**config.mk**
```make
export PLATFORM = sky130hd
export DESIGN_NAME = memory_stage_flat
export DESIGN_NICKNAME = d
export VERILOG_FILES = /design/src/mem_pkg.sv /design/src/mem_port_if.sv /design/src/memory_stage.sv /design/src/flat_wrapper.sv
export SDC_FILE = /design/constraint.sdc
export NUM_CORES = 1
export LEC_CHECK = 0
export BUFFER_PORTS_ARGS = -buffer_cell sky130_fd_sc_hd__buf_2
export CAP_MARGIN = 20
export CORE_MARGIN = 2
export CORE_UTILIZATION = 56
export CTS_CLUSTER_SIZE = 10
export DETAILED_ROUTE_END_ITERATION = 7
export HOLD_SLACK_MARGIN = 0.1
export PLACE_DENSITY = 0.82
export SLEW_MARGIN = 20
export SYNTH_ARGS = -nofsm -noshare
export SYNTH_HDL_FRONTEND = slang
export SYNTH_SLANG_ARGS = --single-unit
```
**constraint.sdc**
```tcl
create_clock -name clk -period 22.7 [get_ports clk]
set_clock_uncertainty 0.15 [all_clocks]
set_input_delay 2.27 -clock clk [delete_from_list [all_inputs] [get_ports clk]]
set_output_delay 2.27 -clock clk [all_outputs]
set_load 0.05 [all_outputs]
```
**src/mem_pkg.sv**
```systemverilog
package mem_pkg;

	localparam int xlen = 32; // data and address width.

	// memory-op field carried down from decode.
	typedef enum logic [3:0] {
		MEN_X   = 4'd0, // no memory access.
		MEN_LB  = 4'd1,
		MEN_LBU = 4'd2,
		MEN_LH  = 4'd3,
		MEN_LHU = 4'd4,
		MEN_LW  = 4'd5,
		MEN_SB  = 4'd6,
		MEN_SH  = 4'd7,
		MEN_SW  = 4'd8
	} mem_op_t;

	// command codes on the data memory port.
	typedef enum logic [1:0] {
		MEMORY_CMD_NOP   = 2'd0,
		MEMORY_CMD_READ  = 2'd1,
		MEMORY_CMD_WRITE = 2'd2
	} mem_cmd_t;

	localparam int wb_sel_w = 4; // write-back select field.

	// data memory geometry.
	localparam int mem_words = 256;
	localparam int mem_addr_w = $clog2(mem_words);

	// cycles from an accepted read command to the rdata_valid pulse.
	localparam int read_latency = 2;

	localparam logic [xlen-1:0] no_load_data = '1; // read_data after a non-memory op.

endpackage

```
**src/mem_port_if.sv**
```systemverilog
`timescale 1ns/1ps

interface mem_port_if import mem_pkg::*; ();

	mem_cmd_t        cmd;         // one-cycle strobe.
	logic [xlen-1:0] addr;
	logic [xlen-1:0] wdata;
	logic [3:0]      wmask;       // byte enables.
	logic            cmd_ready;   // low while a read is outstanding.
	logic [xlen-1:0] rdata;
	logic            rdata_valid; // one-cycle pulse.

	// stage side.
	modport requester (
		output cmd,
		output addr,
		output wdata,
		output wmask,
		input  cmd_ready,
		input  rdata,
		input  rdata_valid
	);

	// memory side.
	modport responder (
		input  cmd,
		input  addr,
		input  wdata,
		input  wmask,
		output cmd_ready,
		output rdata,
		output rdata_valid
	);

endinterface

```
**src/memory_stage.sv**
```systemverilog
`timescale 1ns/1ps

module memory_stage import mem_pkg::*; (
	input  logic                clk,
	input  logic                rst_n,
	input  logic [xlen-1:0]     reg_pc,
	input  logic [xlen-1:0]     rs2_data,
	input  logic [xlen-1:0]     alu_out,
	input  mem_op_t             mem_wen,
	input  logic [wb_sel_w-1:0] wb_sel,
	output logic [xlen-1:0]     read_data,
	output logic [xlen-1:0]     out_reg_pc,
	output logic [xlen-1:0]     out_alu_out,
	output logic [wb_sel_w-1:0] out_wb_sel,
	output logic                next_flg,
	output logic                stall,
	mem_port_if.requester       mem
);

	typedef enum logic [1:0] {
		s_wait,
		s_wait_ready,
		s_wait_read_valid,
		s_end
	} state_t;

	state_t              state;
	logic [xlen-1:0]     save_reg_pc;
	logic [xlen-1:0]     save_alu_out;
	logic [xlen-1:0]     save_rs2_data;
	mem_op_t             save_mem_wen;
	logic [wb_sel_w-1:0] save_wb_sel;
	logic [xlen-1:0]     load_data; // formatted load result, held until the end state.
	logic                is_store;
	logic [1:0]          lane;
	logic [xlen-1:0]     store_data;
	logic [3:0]          store_mask;

	// pick the addressed lane out of a word and extend it to xlen.
	function automatic logic [xlen-1:0] format_load(mem_op_t op, logic [1:0] off,
			logic [xlen-1:0] word);
		logic [7:0]  b;
		logic [15:0] h;
		b = word[{off, 3'b000} +: 8];
		h = off[1] ? word[31:16] : word[15:0];
		case (op)
		MEN_LB:  format_load = {{24{b[7]}}, b};
		MEN_LBU: format_load = {24'b0, b};
		MEN_LH:  format_load = {{16{h[15]}}, h};
		MEN_LHU: format_load = {16'b0, h};
		default: format_load = word;
		endcase
	endfunction

	assign lane = save_alu_out[1:0];
	assign is_store = save_mem_wen inside {MEN_SB, MEN_SH, MEN_SW};

	// non-memory ops pass straight through in the idle state.
	assign next_flg = (state == s_wait && mem_wen == MEN_X) || state == s_end;
	assign stall = !next_flg;

	// the byte is replicated on all lanes and the mask picks the one that lands.
	always_comb begin
		case (save_mem_wen)
		MEN_SB: begin
			store_data = {4{save_rs2_data[7:0]}};
			store_mask = 4'b0001 << lane;
		end
		MEN_SH: begin
			store_data = {2{save_rs2_data[15:0]}};
			store_mask = lane[1] ? 4'b1100 : 4'b0011;
		end
		MEN_SW: begin
			store_data = save_rs2_data;
			store_mask = 4'b1111;
		end
		default: begin
			store_data = save_rs2_data;
			store_mask = 4'b0000;
		end
		endcase
	end

	always_ff @(posedge clk) begin
		if (!rst_n) begin
			state <= s_wait;
			mem.cmd <= MEMORY_CMD_NOP;
		end else begin
			mem.cmd <= MEMORY_CMD_NOP; // strobe lasts one cycle.
			case (state)
			s_wait: begin
				if (mem_wen != MEN_X) begin
					state <= s_wait_ready;
				end
			end
			s_wait_ready: begin
				if (mem.cmd_ready) begin
					if (is_store) begin
						mem.cmd <= MEMORY_CMD_WRITE;
						state <= s_end;
					end else begin
						mem.cmd <= MEMORY_CMD_READ;
						state <= s_wait_read_valid;
					end
				end
			end
			s_wait_read_valid: begin
				if (mem.rdata_valid) begin
					state <= s_end;
				end
			end
			default: state <= s_wait; // s_end.
			endcase
		end
	end

	always_ff @(posedge clk) begin
		case (state)
		s_wait: begin
			if (mem_wen != MEN_X) begin
				save_reg_pc <= reg_pc;
				save_alu_out <= alu_out;
				save_rs2_data <= rs2_data;
				save_mem_wen <= mem_wen;
				save_wb_sel <= wb_sel;
				load_data <= no_load_data; // stores keep this value.
			end else begin
				read_data <= no_load_data;
				out_reg_pc <= reg_pc;
				out_alu_out <= alu_out;
				out_wb_sel <= wb_sel;
			end
		end
		s_wait_ready: begin
			if (mem.cmd_ready) begin
				mem.addr <= save_alu_out;
				mem.wdata <= store_data;
				mem.wmask <= store_mask;
			end
		end
		s_wait_read_valid: begin
			if (mem.rdata_valid) begin
				load_data <= format_load(save_mem_wen, lane, mem.rdata);
			end
		end
		default: begin
			read_data <= load_data;
			out_reg_pc <= save_reg_pc;
			out_alu_out <= save_alu_out;
			out_wb_sel <= save_wb_sel;
		end
		endcase
	end

endmodule

```
**src/flat_wrapper.sv**
```systemverilog
// flat-port wrapper written by rule: the top's interface ports become plain ports
module memory_stage_flat import mem_pkg::*;
  (clk, rst_n, reg_pc, rs2_data, alu_out, mem_wen, wb_sel, read_data, out_reg_pc, out_alu_out, out_wb_sel, next_flg, stall, mem_cmd, mem_addr, mem_wdata, mem_wmask, mem_cmd_ready, mem_rdata, mem_rdata_valid);
  mem_port_if mem_i ();
  input  logic clk;
  input  logic rst_n;
  input  logic [xlen-1:0] reg_pc;
  input  logic [xlen-1:0] rs2_data;
  input  logic [xlen-1:0] alu_out;
  input  mem_op_t mem_wen;
  input  logic [wb_sel_w-1:0] wb_sel;
  output logic [xlen-1:0] read_data;
  output logic [xlen-1:0] out_reg_pc;
  output logic [xlen-1:0] out_alu_out;
  output logic [wb_sel_w-1:0] out_wb_sel;
  output logic next_flg;
  output logic stall;
  output wire logic [$bits(mem_i.cmd)-1:0] mem_cmd;
  output wire logic [$bits(mem_i.addr)-1:0] mem_addr;
  output wire logic [$bits(mem_i.wdata)-1:0] mem_wdata;
  output wire logic [$bits(mem_i.wmask)-1:0] mem_wmask;
  input wire logic [$bits(mem_i.cmd_ready)-1:0] mem_cmd_ready;
  input wire logic [$bits(mem_i.rdata)-1:0] mem_rdata;
  input wire logic [$bits(mem_i.rdata_valid)-1:0] mem_rdata_valid;
  assign mem_cmd = mem_i.cmd;
  assign mem_addr = mem_i.addr;
  assign mem_wdata = mem_i.wdata;
  assign mem_wmask = mem_i.wmask;
  assign mem_i.cmd_ready = mem_cmd_ready;
  assign mem_i.rdata = mem_rdata;
  assign mem_i.rdata_valid = mem_rdata_valid;
  memory_stage u_core (.clk(clk), .rst_n(rst_n), .reg_pc(reg_pc), .rs2_data(rs2_data), .alu_out(alu_out), .mem_wen(mem_wen), .wb_sel(wb_sel), .read_data(read_data), .out_reg_pc(out_reg_pc), .out_alu_out(out_alu_out), .out_wb_sel(out_wb_sel), .next_flg(next_flg), .stall(stall), .mem(mem_i));
endmodule
```
==> results.yml, run 1 <==
critical_path:
  r2r_setup_slack_ns: 19.52
  worstRegToRegCells: 5
  critPathTopFamily: "buffers and inverters"
  regToRegEndpoint: "u_core.save_reg_pc[5]"
  max_stage_delay_ns: 0.28
  cp-start-kind: "input port"
  cp.depth: 6
  critical_path_arrival_ns: 3.34
  crit_fanout: 4
  reg2reg_from: "u_core.state[0]"
  critPathSlowestCell: "buf_2"
  crit_buf_inv: 3
  worstPathRequired_ns: 20.28
  path_class: "input port to output port"
  path_cells: "buf_2, nor4_1, buf_4, nand2_1, nand2_1, buf_2"
  end_kind: "output port"
clock_tree:
  clk_pin_slew_ns: 0.05
  htreeDepth: 2
  cts_setup_buffers: 0
  root_buffer: "clkbuf_16"
  clock_sinks: 308
  cts_buffers: 36
  cts_resized: 0
  clock_path_buffers: 3
  cts_hold_buf: 0
  cts_tree: "yes"
  clk_latency_ns: 0.50
detailed_routing:
  ant_nets: 0
  drt_iter0_drc: 426
  via_per_inst: 5.45
  post_drt_wl_per_cell_um: 20.4
  drt-total-wl_um: 24900
  vias: 6637
  dr.pass1.iters: 4
  drcViolationCount: 0
placed_design:
  hpwl_um: 16400
  pre_cts_slack_ns: 16.93
  numPortBuffers: 311
  gp_congestion: 0.822
  dpl_cell_area_um2: 13500
synth:
  syn_area_per_cell_um2: 19.1
  ys_types: 44
  synth_nets: 754
  synth_seq_cells: 308
  yosysSeqAreaShare_pct: 79.0
  netlist_area_um2: 11700
  synth-edff-count: 304
  synth_warnings: 0
  syn_inst: 610
  ys.flop_type: "edfxtp_1"
  synth_top_area_cell: "edfxtp_1"
  yosysMostFrequentCell: "edfxtp_1"
  synth_commonest_cells: "edfxtp_1, mux2_2, or2_2, nand2_1, mux2i_1"
  synth.area.top_cells: "edfxtp_1, mux2_2, mux2i_1"
  yosys.area.top_type_share_pct: 78.3
  ys_async_sr_fraction_pct: 0
final_layout:
  fin_util_pct: 71.1
  drive_gt1_share_pct: 51.9
  stdcell_area_um2: 14500
  finalNetCount: 1083
  layout-area-overhead-vs-synth_pct: 24.2
min_path:
  whs_path_depth: 0
  hp-start: "u_core.save_alu_out[14]"
  min_path_type: "flip-flop to flip-flop"
  hold_end: "u_core.mem.addr[14]"
die:
  fp.dieW_um: 148
  die_area_um2: 22000
  start_util_pct: 57.3
  die_h_um: 148
  rows: 52
  io_pins: 312
  core_area_um2: 20400
sta:
  slew_headroom_pct: 31.7
  fin_setup_tns_ns: 0
  hold_ws_ns: 0.290
  rsz0062_at_grt: "no"
  worst_slack_ns: 16.94
  finalMaxSlewViolations: 0
  tightest_slew_ns: 1.02
  finalHoldViolCount: 0
  fmaxAchievable_mhz: 174
  finalSetupViolations: 0
  period_share_pct: 25.4
  period_needed_ns: 5.76
pwr:
  ir_drop_mv: 0.0936
  p_leak_uw: 0.00537
  power_density_nw_per_um2: 155
global_route:
  overflow: 0
  first_global_vias: 6643
  antenna_found_initial: 2
  grt_max_degree: 86
  track_usage_pct: 22.4
  grt_pass1_wl_um: 37600
run_status:
  outcome: "finished clean"
run:
  maxCapViolations: 0
[worst reg2reg max path: stages (launching register included)]
cell and delay (ns):
dfxtp_1 0.34, inv_1 0.13, ha_4 0.56, nor2b_4 0.31, buf_4 0.46, buf_4 0.79
[registers in the layout, indices dropped and copies added (netlist names)]
name                  count
u_core.out_reg_pc        32
u_core.save_alu_out      32
u_core.mem.cmd            2
u_core.mem.addr          32
u_core.save_rs2_data     32
u_core.out_alu_out       32
u_core.mem.wmask          4
u_core.read_data         32
u_core.save_wb_sel        4
u_core.save_mem_wen       4
u_core.save_reg_pc       32
u_core.load_data         32
u_core.out_wb_sel         4
u_core.mem.wdata         32
u_core.state              2
[layer usage]
layer	GRT usage [%]	wire length, um	up-vias
met5	0	0	-
met4	8.95	868	0
met3	3.96	1720	60
met2	37.3	12500	319
met1	29.9	9730	3235
li1	-	-	3023
[cell usage in the layout (no fill, tap or decap), types with 3 or more instances in the layout]
cell type and instances:
clkbuf_16 37, nor2b_1 3, nand2_1 27, a221o_1 15, buf_2 311, mux2_2 85
mux2i_1 23, a21o_1 16, dfxtp_1 4, or2_2 32, clkbuf_1 5, ha_1 3
o31ai_1 3, and3_1 6, inv_1 8, edfxtp_1 304, buf_4 7, o21ai_0 12
o21ai_2 3, nor2_1 7
[power breakdown]
group | leakage, uW | total (uW) | internal (uW) | switching, uW
sequential | 0.00280 | 961 | 903 | 57.4
clock | 0.000473 | 489 | 291 | 198
combinational | 0.00210 | 797 | 203 | 594
total | 0.00537 | 2250 | 1400 | 850
[metrics by stage]
stage	instances	total power, uW
2_1_floorplan	610	1600
5_1_grt	1218	2340
3_3_place_gp	1171	1750
6_report	1218	2250
3_5_place_dp	1171	1770
4_1_cts	1216	2270
[final cells by class]
| type | instances | area [um^2] |
|---|---|---|
| sequential | 308 | 9210 |
| fill | 1278 | 5890 |
| multi-input combinational | 266 | 2310 |
| timing repair buffer | 319 | 1620 |
| clock buffer | 42 | 945 |
| tap | 270 | 338 |
| inverter | 8 | 30.0 |
| clock inverter | 3 | 21.3 |
| antenna | 2 | 5.00 |
[cell families after synthesis]
group | share of synthesized area [%]
flops | 79.0
mux | 10.6
simple gates | 4.29
compound gates | 4.06
buf+inv | 1.60
fa+ha+maj | 0.429
xor+xnor | 0.0751
[how the worst max path moves through the flow]
stage | from | endpoint | slack, ns
2_1_floorplan | mem_wen[1] | u_core.out_alu_out[0] | 7.78
3_3_place_gp | mem_wen[1] | next_flg | 16.94
3_5_place_dp | mem_wen[1] | next_flg | 16.93
4_1_cts | mem_wen[1] | next_flg | 16.93
5_1_grt | mem_wen[1] | next_flg | 16.79
6_report | mem_wen[1] | next_flg | 16.94
Note: power is estimated with default switching activity, not from simulation.
==> inputs of run 2 (changes only) <==
--- a/config.mk
+++ b/config.mk
@@ -8,11 +8,11 @@
 export BUFFER_PORTS_ARGS = -buffer_cell sky130_fd_sc_hd__buf_2
 export CAP_MARGIN = 20
 export CORE_MARGIN = 2
-export CORE_UTILIZATION = 56
+export CORE_UTILIZATION = 47
 export CTS_CLUSTER_SIZE = 10
 export DETAILED_ROUTE_END_ITERATION = 7
 export HOLD_SLACK_MARGIN = 0.1
-export PLACE_DENSITY = 0.82
+export PLACE_DENSITY = 0.73
 export SLEW_MARGIN = 20
 export SYNTH_ARGS = -nofsm -noshare
 export SYNTH_HDL_FRONTEND = slang
==> constraint.sdc (replaced) <==
create_clock -name clk -period 5 [get_ports clk]
set_clock_uncertainty 0.15 [all_clocks]
set_input_delay 0.5 -clock clk [delete_from_list [all_inputs] [get_ports clk]]
set_output_delay 0.5 -clock clk [all_outputs]
set_load 0.05 [all_outputs]
==> results.yml, run 2 (synthesized netlist as in run 1, its figures left out) <==
run_status:
  outcome: "finished clean"
global_route:
  antenna_found_initial: 2
  first_global_vias: 7306
  grt_pass1_wl_um: 40600
  grt_max_degree: 77
  track_usage_pct: 20.3
  overflow: 0
clock_tree:
  clk_pin_slew_ns: 0.05
  clk_latency_ns: 0.52
  clock_sinks: 308
  clock_path_buffers: 3
  cts_buffers: 37
  htreeDepth: 2
  root_buffer: "clkbuf_16"
  cts_tree: "yes"
critical_path:
  path_class: "flip-flop to output port"
  critPathTopFamily: "buffers and inverters"
  max_stage_delay_ns: 0.64
  end_kind: "output port"
  r2r_setup_slack_ns: 1.86
  crit_fanout: 61
  worstRegToRegCells: 5
  cp-start-kind: "flip-flop"
  crit_buf_inv: 3
  worstPathRequired_ns: 4.35
  critPathSlowestCell: "buf_4"
  crit_path_frequent_cell: "nand2_1"
  reg2reg_from: "u_core.state[1]"
  path_cells: "inv_2, ha_4, buf_4, nand2_1, nand2_1, buf_2"
  regToRegEndpoint: "u_core.save_rs2_data[7]"
  critical_path_arrival_ns: 2.78
sta:
  finalMaxSlewViolations: 0
  period_needed_ns: 3.43
  slew_headroom_pct: 30.9
  finalSetupViolations: 0
  period_share_pct: 68.6
  rsz0062_at_grt: "no"
  fmaxAchievable_mhz: 292
  finalHoldViolCount: 0
  fin_setup_tns_ns: 0
  tightest_slew_ns: 1.04
detailed_routing:
  post_drt_wl_per_cell_um: 19.6
  ant_nets: 0
  dr.pass1.iters: 5
  via_per_inst: 5.09
  drt-total-wl_um: 27100
  drt_iter0_drc: 565
  vias: 7043
  drcViolationCount: 0
pwr:
  fin_total_pwr_uw: 10400
  p_leak_uw: 0.00583
  power_density_nw_per_um2: 666
  ir_drop_mv: 0.418
die:
  die_h_um: 162
  rows: 57
  core_area_um2: 24300
  fp.dieW_um: 162
  io_pins: 312
  start_util_pct: 47.9
  die_area_um2: 26100
final_layout:
  nFillCells: 1697
  layout-area-overhead-vs-synth_pct: 34.3
  mostFrequentLayoutCell: "buf_2"
  drive_gt1_share_pct: 47.1
  final_cell_mix: "buf_2, edfxtp_1, dlygate4sd3_1"
  finalNetCount: 1188
placed_design:
  numPortBuffers: 311
  gp_congestion: 0.869
  hpwl_um: 16200
min_path:
  whs_path_depth: 2
  hold_end: "u_core.load_data[20]"
  min_path_type: "input port to flip-flop"
  hp-start: "mem_rdata[20]"
run:
  maxCapViolations: 0
run 2: changes by cell type in the layout (fill, tap and decap cells not counted), moves of 2 or more:
cell,previous run,this run
inv_1,8,6
dfxtp_2,0,2
dfxtp_1,4,2
inv_2,0,2
clkinv_2,0,2
clkbuf_1,5,9
dlygate4sd3_1,0,105
run 2: final cells by class:
| type | instances | area, um^2 | share of cell area, % |
|---|---|---|---|
| tap | 324 | 405 | 2.59 |
| timing repair buffer | 423 | 2670 | 17.1 |
| antenna | 2 | 5.00 | 0.0320 |
| clock buffer | 46 | 960 | 6.13 |
| inverter | 8 | 30.0 | 0.192 |
| sequential | 308 | 9210 | 58.8 |
| multi-input combinational | 266 | 2320 | 14.8 |
| clock inverter | 7 | 55.1 | 0.352 |
run 2: how the worst max path moves through the flow:
stage                               start                       end  slack (ns)  cells past startpoint
after CTS                 u_core.state[1]                  next_flg        1.54                      6
after global routing      u_core.state[1]                  next_flg        1.39                      6
after floorplan           u_core.state[1]     u_core.out_alu_out[0]       -1.41                      7
after global placement    u_core.state[1]  u_core.save_rs2_data[15]        1.85                      5
after detailed placement  u_core.state[1]   u_core.save_rs2_data[3]        1.80                      5
final                     u_core.state[1]                  next_flg        1.57                      6
run 2: timing repair:
action | in CTS | in global routing
resized for setup | 0 | 0
buffers inserted | 0 | 0
hold endpoints to repair | 105 | 0
hold buffers | 105 | 0
run 2: layer usage:
metal / vias to the layer above / share of wire (%) / global-route usage, %
met3: 67 / 6.6 / 4.73
met5: - / 0 / 0
met2: 313 / 51 / 35.2
li1: 3236 / - / -
met4: 0 / 3.5 / 7.75
met1: 3427 / 39 / 24.8
run 2: stage by stage:
step	cells	setup slack [ns]	instance area (um^2)	hold slack, ns	util, %
after floorplan	610	-1.41	11700	0.271	-
after global placement	1224	1.85	13600	0.275	55.8
after detailed placement	1224	1.80	13600	0.283	55.8
after CTS	1382	1.54	15600	0.139	64.3
after global routing	1383	1.39	15700	0.148	64.4
final	1384	1.57	15700	0.151	64.4
run 2: power breakdown:
| part | internal [uW] | switching, uW | total (uW) |
|---|---|---|---|
| clock | 1350 | 978 | 2330 |
| sequential | 4100 | 306 | 4400 |
| combinational | 998 | 2690 | 3690 |
==> inputs of run 3 (changes only) <==
--- a/config.mk
+++ b/config.mk
@@ -8,11 +8,11 @@
 export BUFFER_PORTS_ARGS = -buffer_cell sky130_fd_sc_hd__buf_2
 export CAP_MARGIN = 20
 export CORE_MARGIN = 2
-export CORE_UTILIZATION = 47
+export CORE_UTILIZATION = 52
 export CTS_CLUSTER_SIZE = 10
 export DETAILED_ROUTE_END_ITERATION = 7
 export HOLD_SLACK_MARGIN = 0.1
-export PLACE_DENSITY = 0.73
+export PLACE_DENSITY = 0.77
 export SLEW_MARGIN = 20
 export SYNTH_ARGS = -nofsm -noshare
 export SYNTH_HDL_FRONTEND = slang
==> constraint.sdc (replaced) <==
create_clock -name clk -period 3.4 [get_ports clk]
set_clock_uncertainty 0.15 [all_clocks]
set_input_delay 0.34 -clock clk [delete_from_list [all_inputs] [get_ports clk]]
set_output_delay 0.34 -clock clk [all_outputs]
set_load 0.05 [all_outputs]
==> results.yml, run 3 (synthesized netlist as in run 1, its figures left out) <==
final_layout:
  layout-area-overhead-vs-synth_pct: 37.0
  finalNetCount: 1228
  final_cell_mix: "buf_2, edfxtp_1, dlygate4sd3_1"
  mostFrequentLayoutCell: "buf_2"
  drive_gt1_share_pct: 45.6
  fin_cells: 1373
sta:
  rsz0062_at_grt: "no"
  period_share_pct: 84.8
  period_needed_ns: 2.88
  slew_headroom_pct: 34.7
  finalHoldViolCount: 0
  worst_slack_ns: 0.516
  finalSetupViolations: 0
  tightest_slew_ns: 0.979
  fmaxAchievable_mhz: 347
  finalMaxSlewViolations: 0
detailed_routing:
  drt-total-wl_um: 29200
  post_drt_wl_per_cell_um: 21.3
  ant_nets: 0
  vias: 7457
  via_per_inst: 5.43
  dr.pass1.iters: 6
  drcViolationCount: 0
  drt_iter0_drc: 539
clock_tree:
  htreeDepth: 2
  clk_pin_slew_ns: 0.06
  cts_setup_buffers: 0
  clk_latency_ns: 0.51
  clock_path_buffers: 3
  cts_tree: "yes"
  clock_sinks: 308
  cts_buffers: 36
  root_buffer: "clkbuf_16"
critical_path:
  path_class: "flip-flop to flip-flop"
  worstPathRequired_ns: 3.50
  end_kind: "flip-flop"
  crit_fanout: 12
  cp-start-kind: "flip-flop"
  critical_path_arrival_ns: 2.99
global_route:
  grt_pass1_wl_um: 44200
  first_global_vias: 7801
  track_usage_pct: 24.3
  antenna_found_initial: 3
  overflow: 0
  grt_max_degree: 105
die:
  io_pins: 312
  die_h_um: 154
  fp.dieW_um: 154
  die_area_um2: 23600
  rows: 54
  core_area_um2: 21900
  start_util_pct: 53.3
pwr:
  power_density_nw_per_um2: 964
  p_leak_uw: 0.00597
  ir_drop_mv: 0.637
run:
  maxCapViolations: 0
run_status:
  outcome: "finished clean"
min_path:
  min_path_type: "input port to flip-flop"
placed_design:
  numPortBuffers: 311
  place_inst: 1183
  gp_congestion: 0.865
  hpwl_um: 17200
  pre_cts_slack_ns: 0.864
## run 3: cell count changes in the layout (fill, tap and decap cells not counted), moves of 2 or more
cell and change:
buf_12 +2, clkbuf_1 -2, clkinv_2 -2, clkinv_1 -2, dlygate4sd3_1 +38
## run 3: worst paths after layout
kind | start | endpoint | slack (ns) | cells after the start
setup / recovery | u_core.save_alu_out[1] | u_core.load_data[9] | 0.52 | 5
hold / removal | mem_rdata[15] | u_core.load_data[15] | 0.23 | 4
setup reg to reg | u_core.save_alu_out[1] | u_core.load_data[9] | 0.52 | 5
hold reg to reg | u_core.save_alu_out[18] | u_core.mem.addr[18] | 0.30 | 0
## run 3: metrics by stage
stage / util (%) / hold slack (ns) / instance area [um^2] / total power, uW / TNS [ns]
6_report: 73.0 / 0.225 / 16000 / 15400 / 0
5_1_grt: 73.0 / 0.226 / 16000 / 16000 / 0
4_1_cts: 72.9 / 0.188 / 16000 / 15400 / 0
3_5_place_dp: 62.0 / 0.282 / 13600 / 11900 / 0
3_3_place_gp: 62.0 / 0.276 / 13600 / 11800 / 0
2_1_floorplan: - / 0.271 / 11700 / 10100 / -301.26
## run 3: routing by layer
metal	GRT usage [%]	part of all wire [%]
met4	10.2	3.7
met5	0	0.079
met3	6.71	8.3
met2	41.4	51
met1	29.5	37
## run 3: timing repair
item	4_1_cts	5_1_grt
hold buffers	143	0
hold endpoints to repair	207	0
gates resized for setup	0	0
## run 3: cell type report
type | instances | area (um^2)
inverters | 8 | 30.0
flip-flops and latches | 308 | 9210
fillers | 1318 | 5920
well taps | 280 | 350
repair buffers | 464 | 3100
clock buffers | 44 | 952
diodes | 1 | 2.50
clock inverters | 2 | 17.5
multi-input cells | 266 | 2310
## run 3: report_power, final
| part | switching, uW | internal (uW) |
|---|---|---|
| Clock | 1380 | 1950 |
| Sequential | 423 | 6010 |
| Combinational | 4050 | 1580 |
## run 3: critical path, cell delays in order, from the launching register on
cell,delay (ns)
edfxtp_1,0.65
mux4_2,0.60
nand4b_1,0.11
nand2_1,0.19
a221o_1,0.34
dlygate4sd3_1,0.58
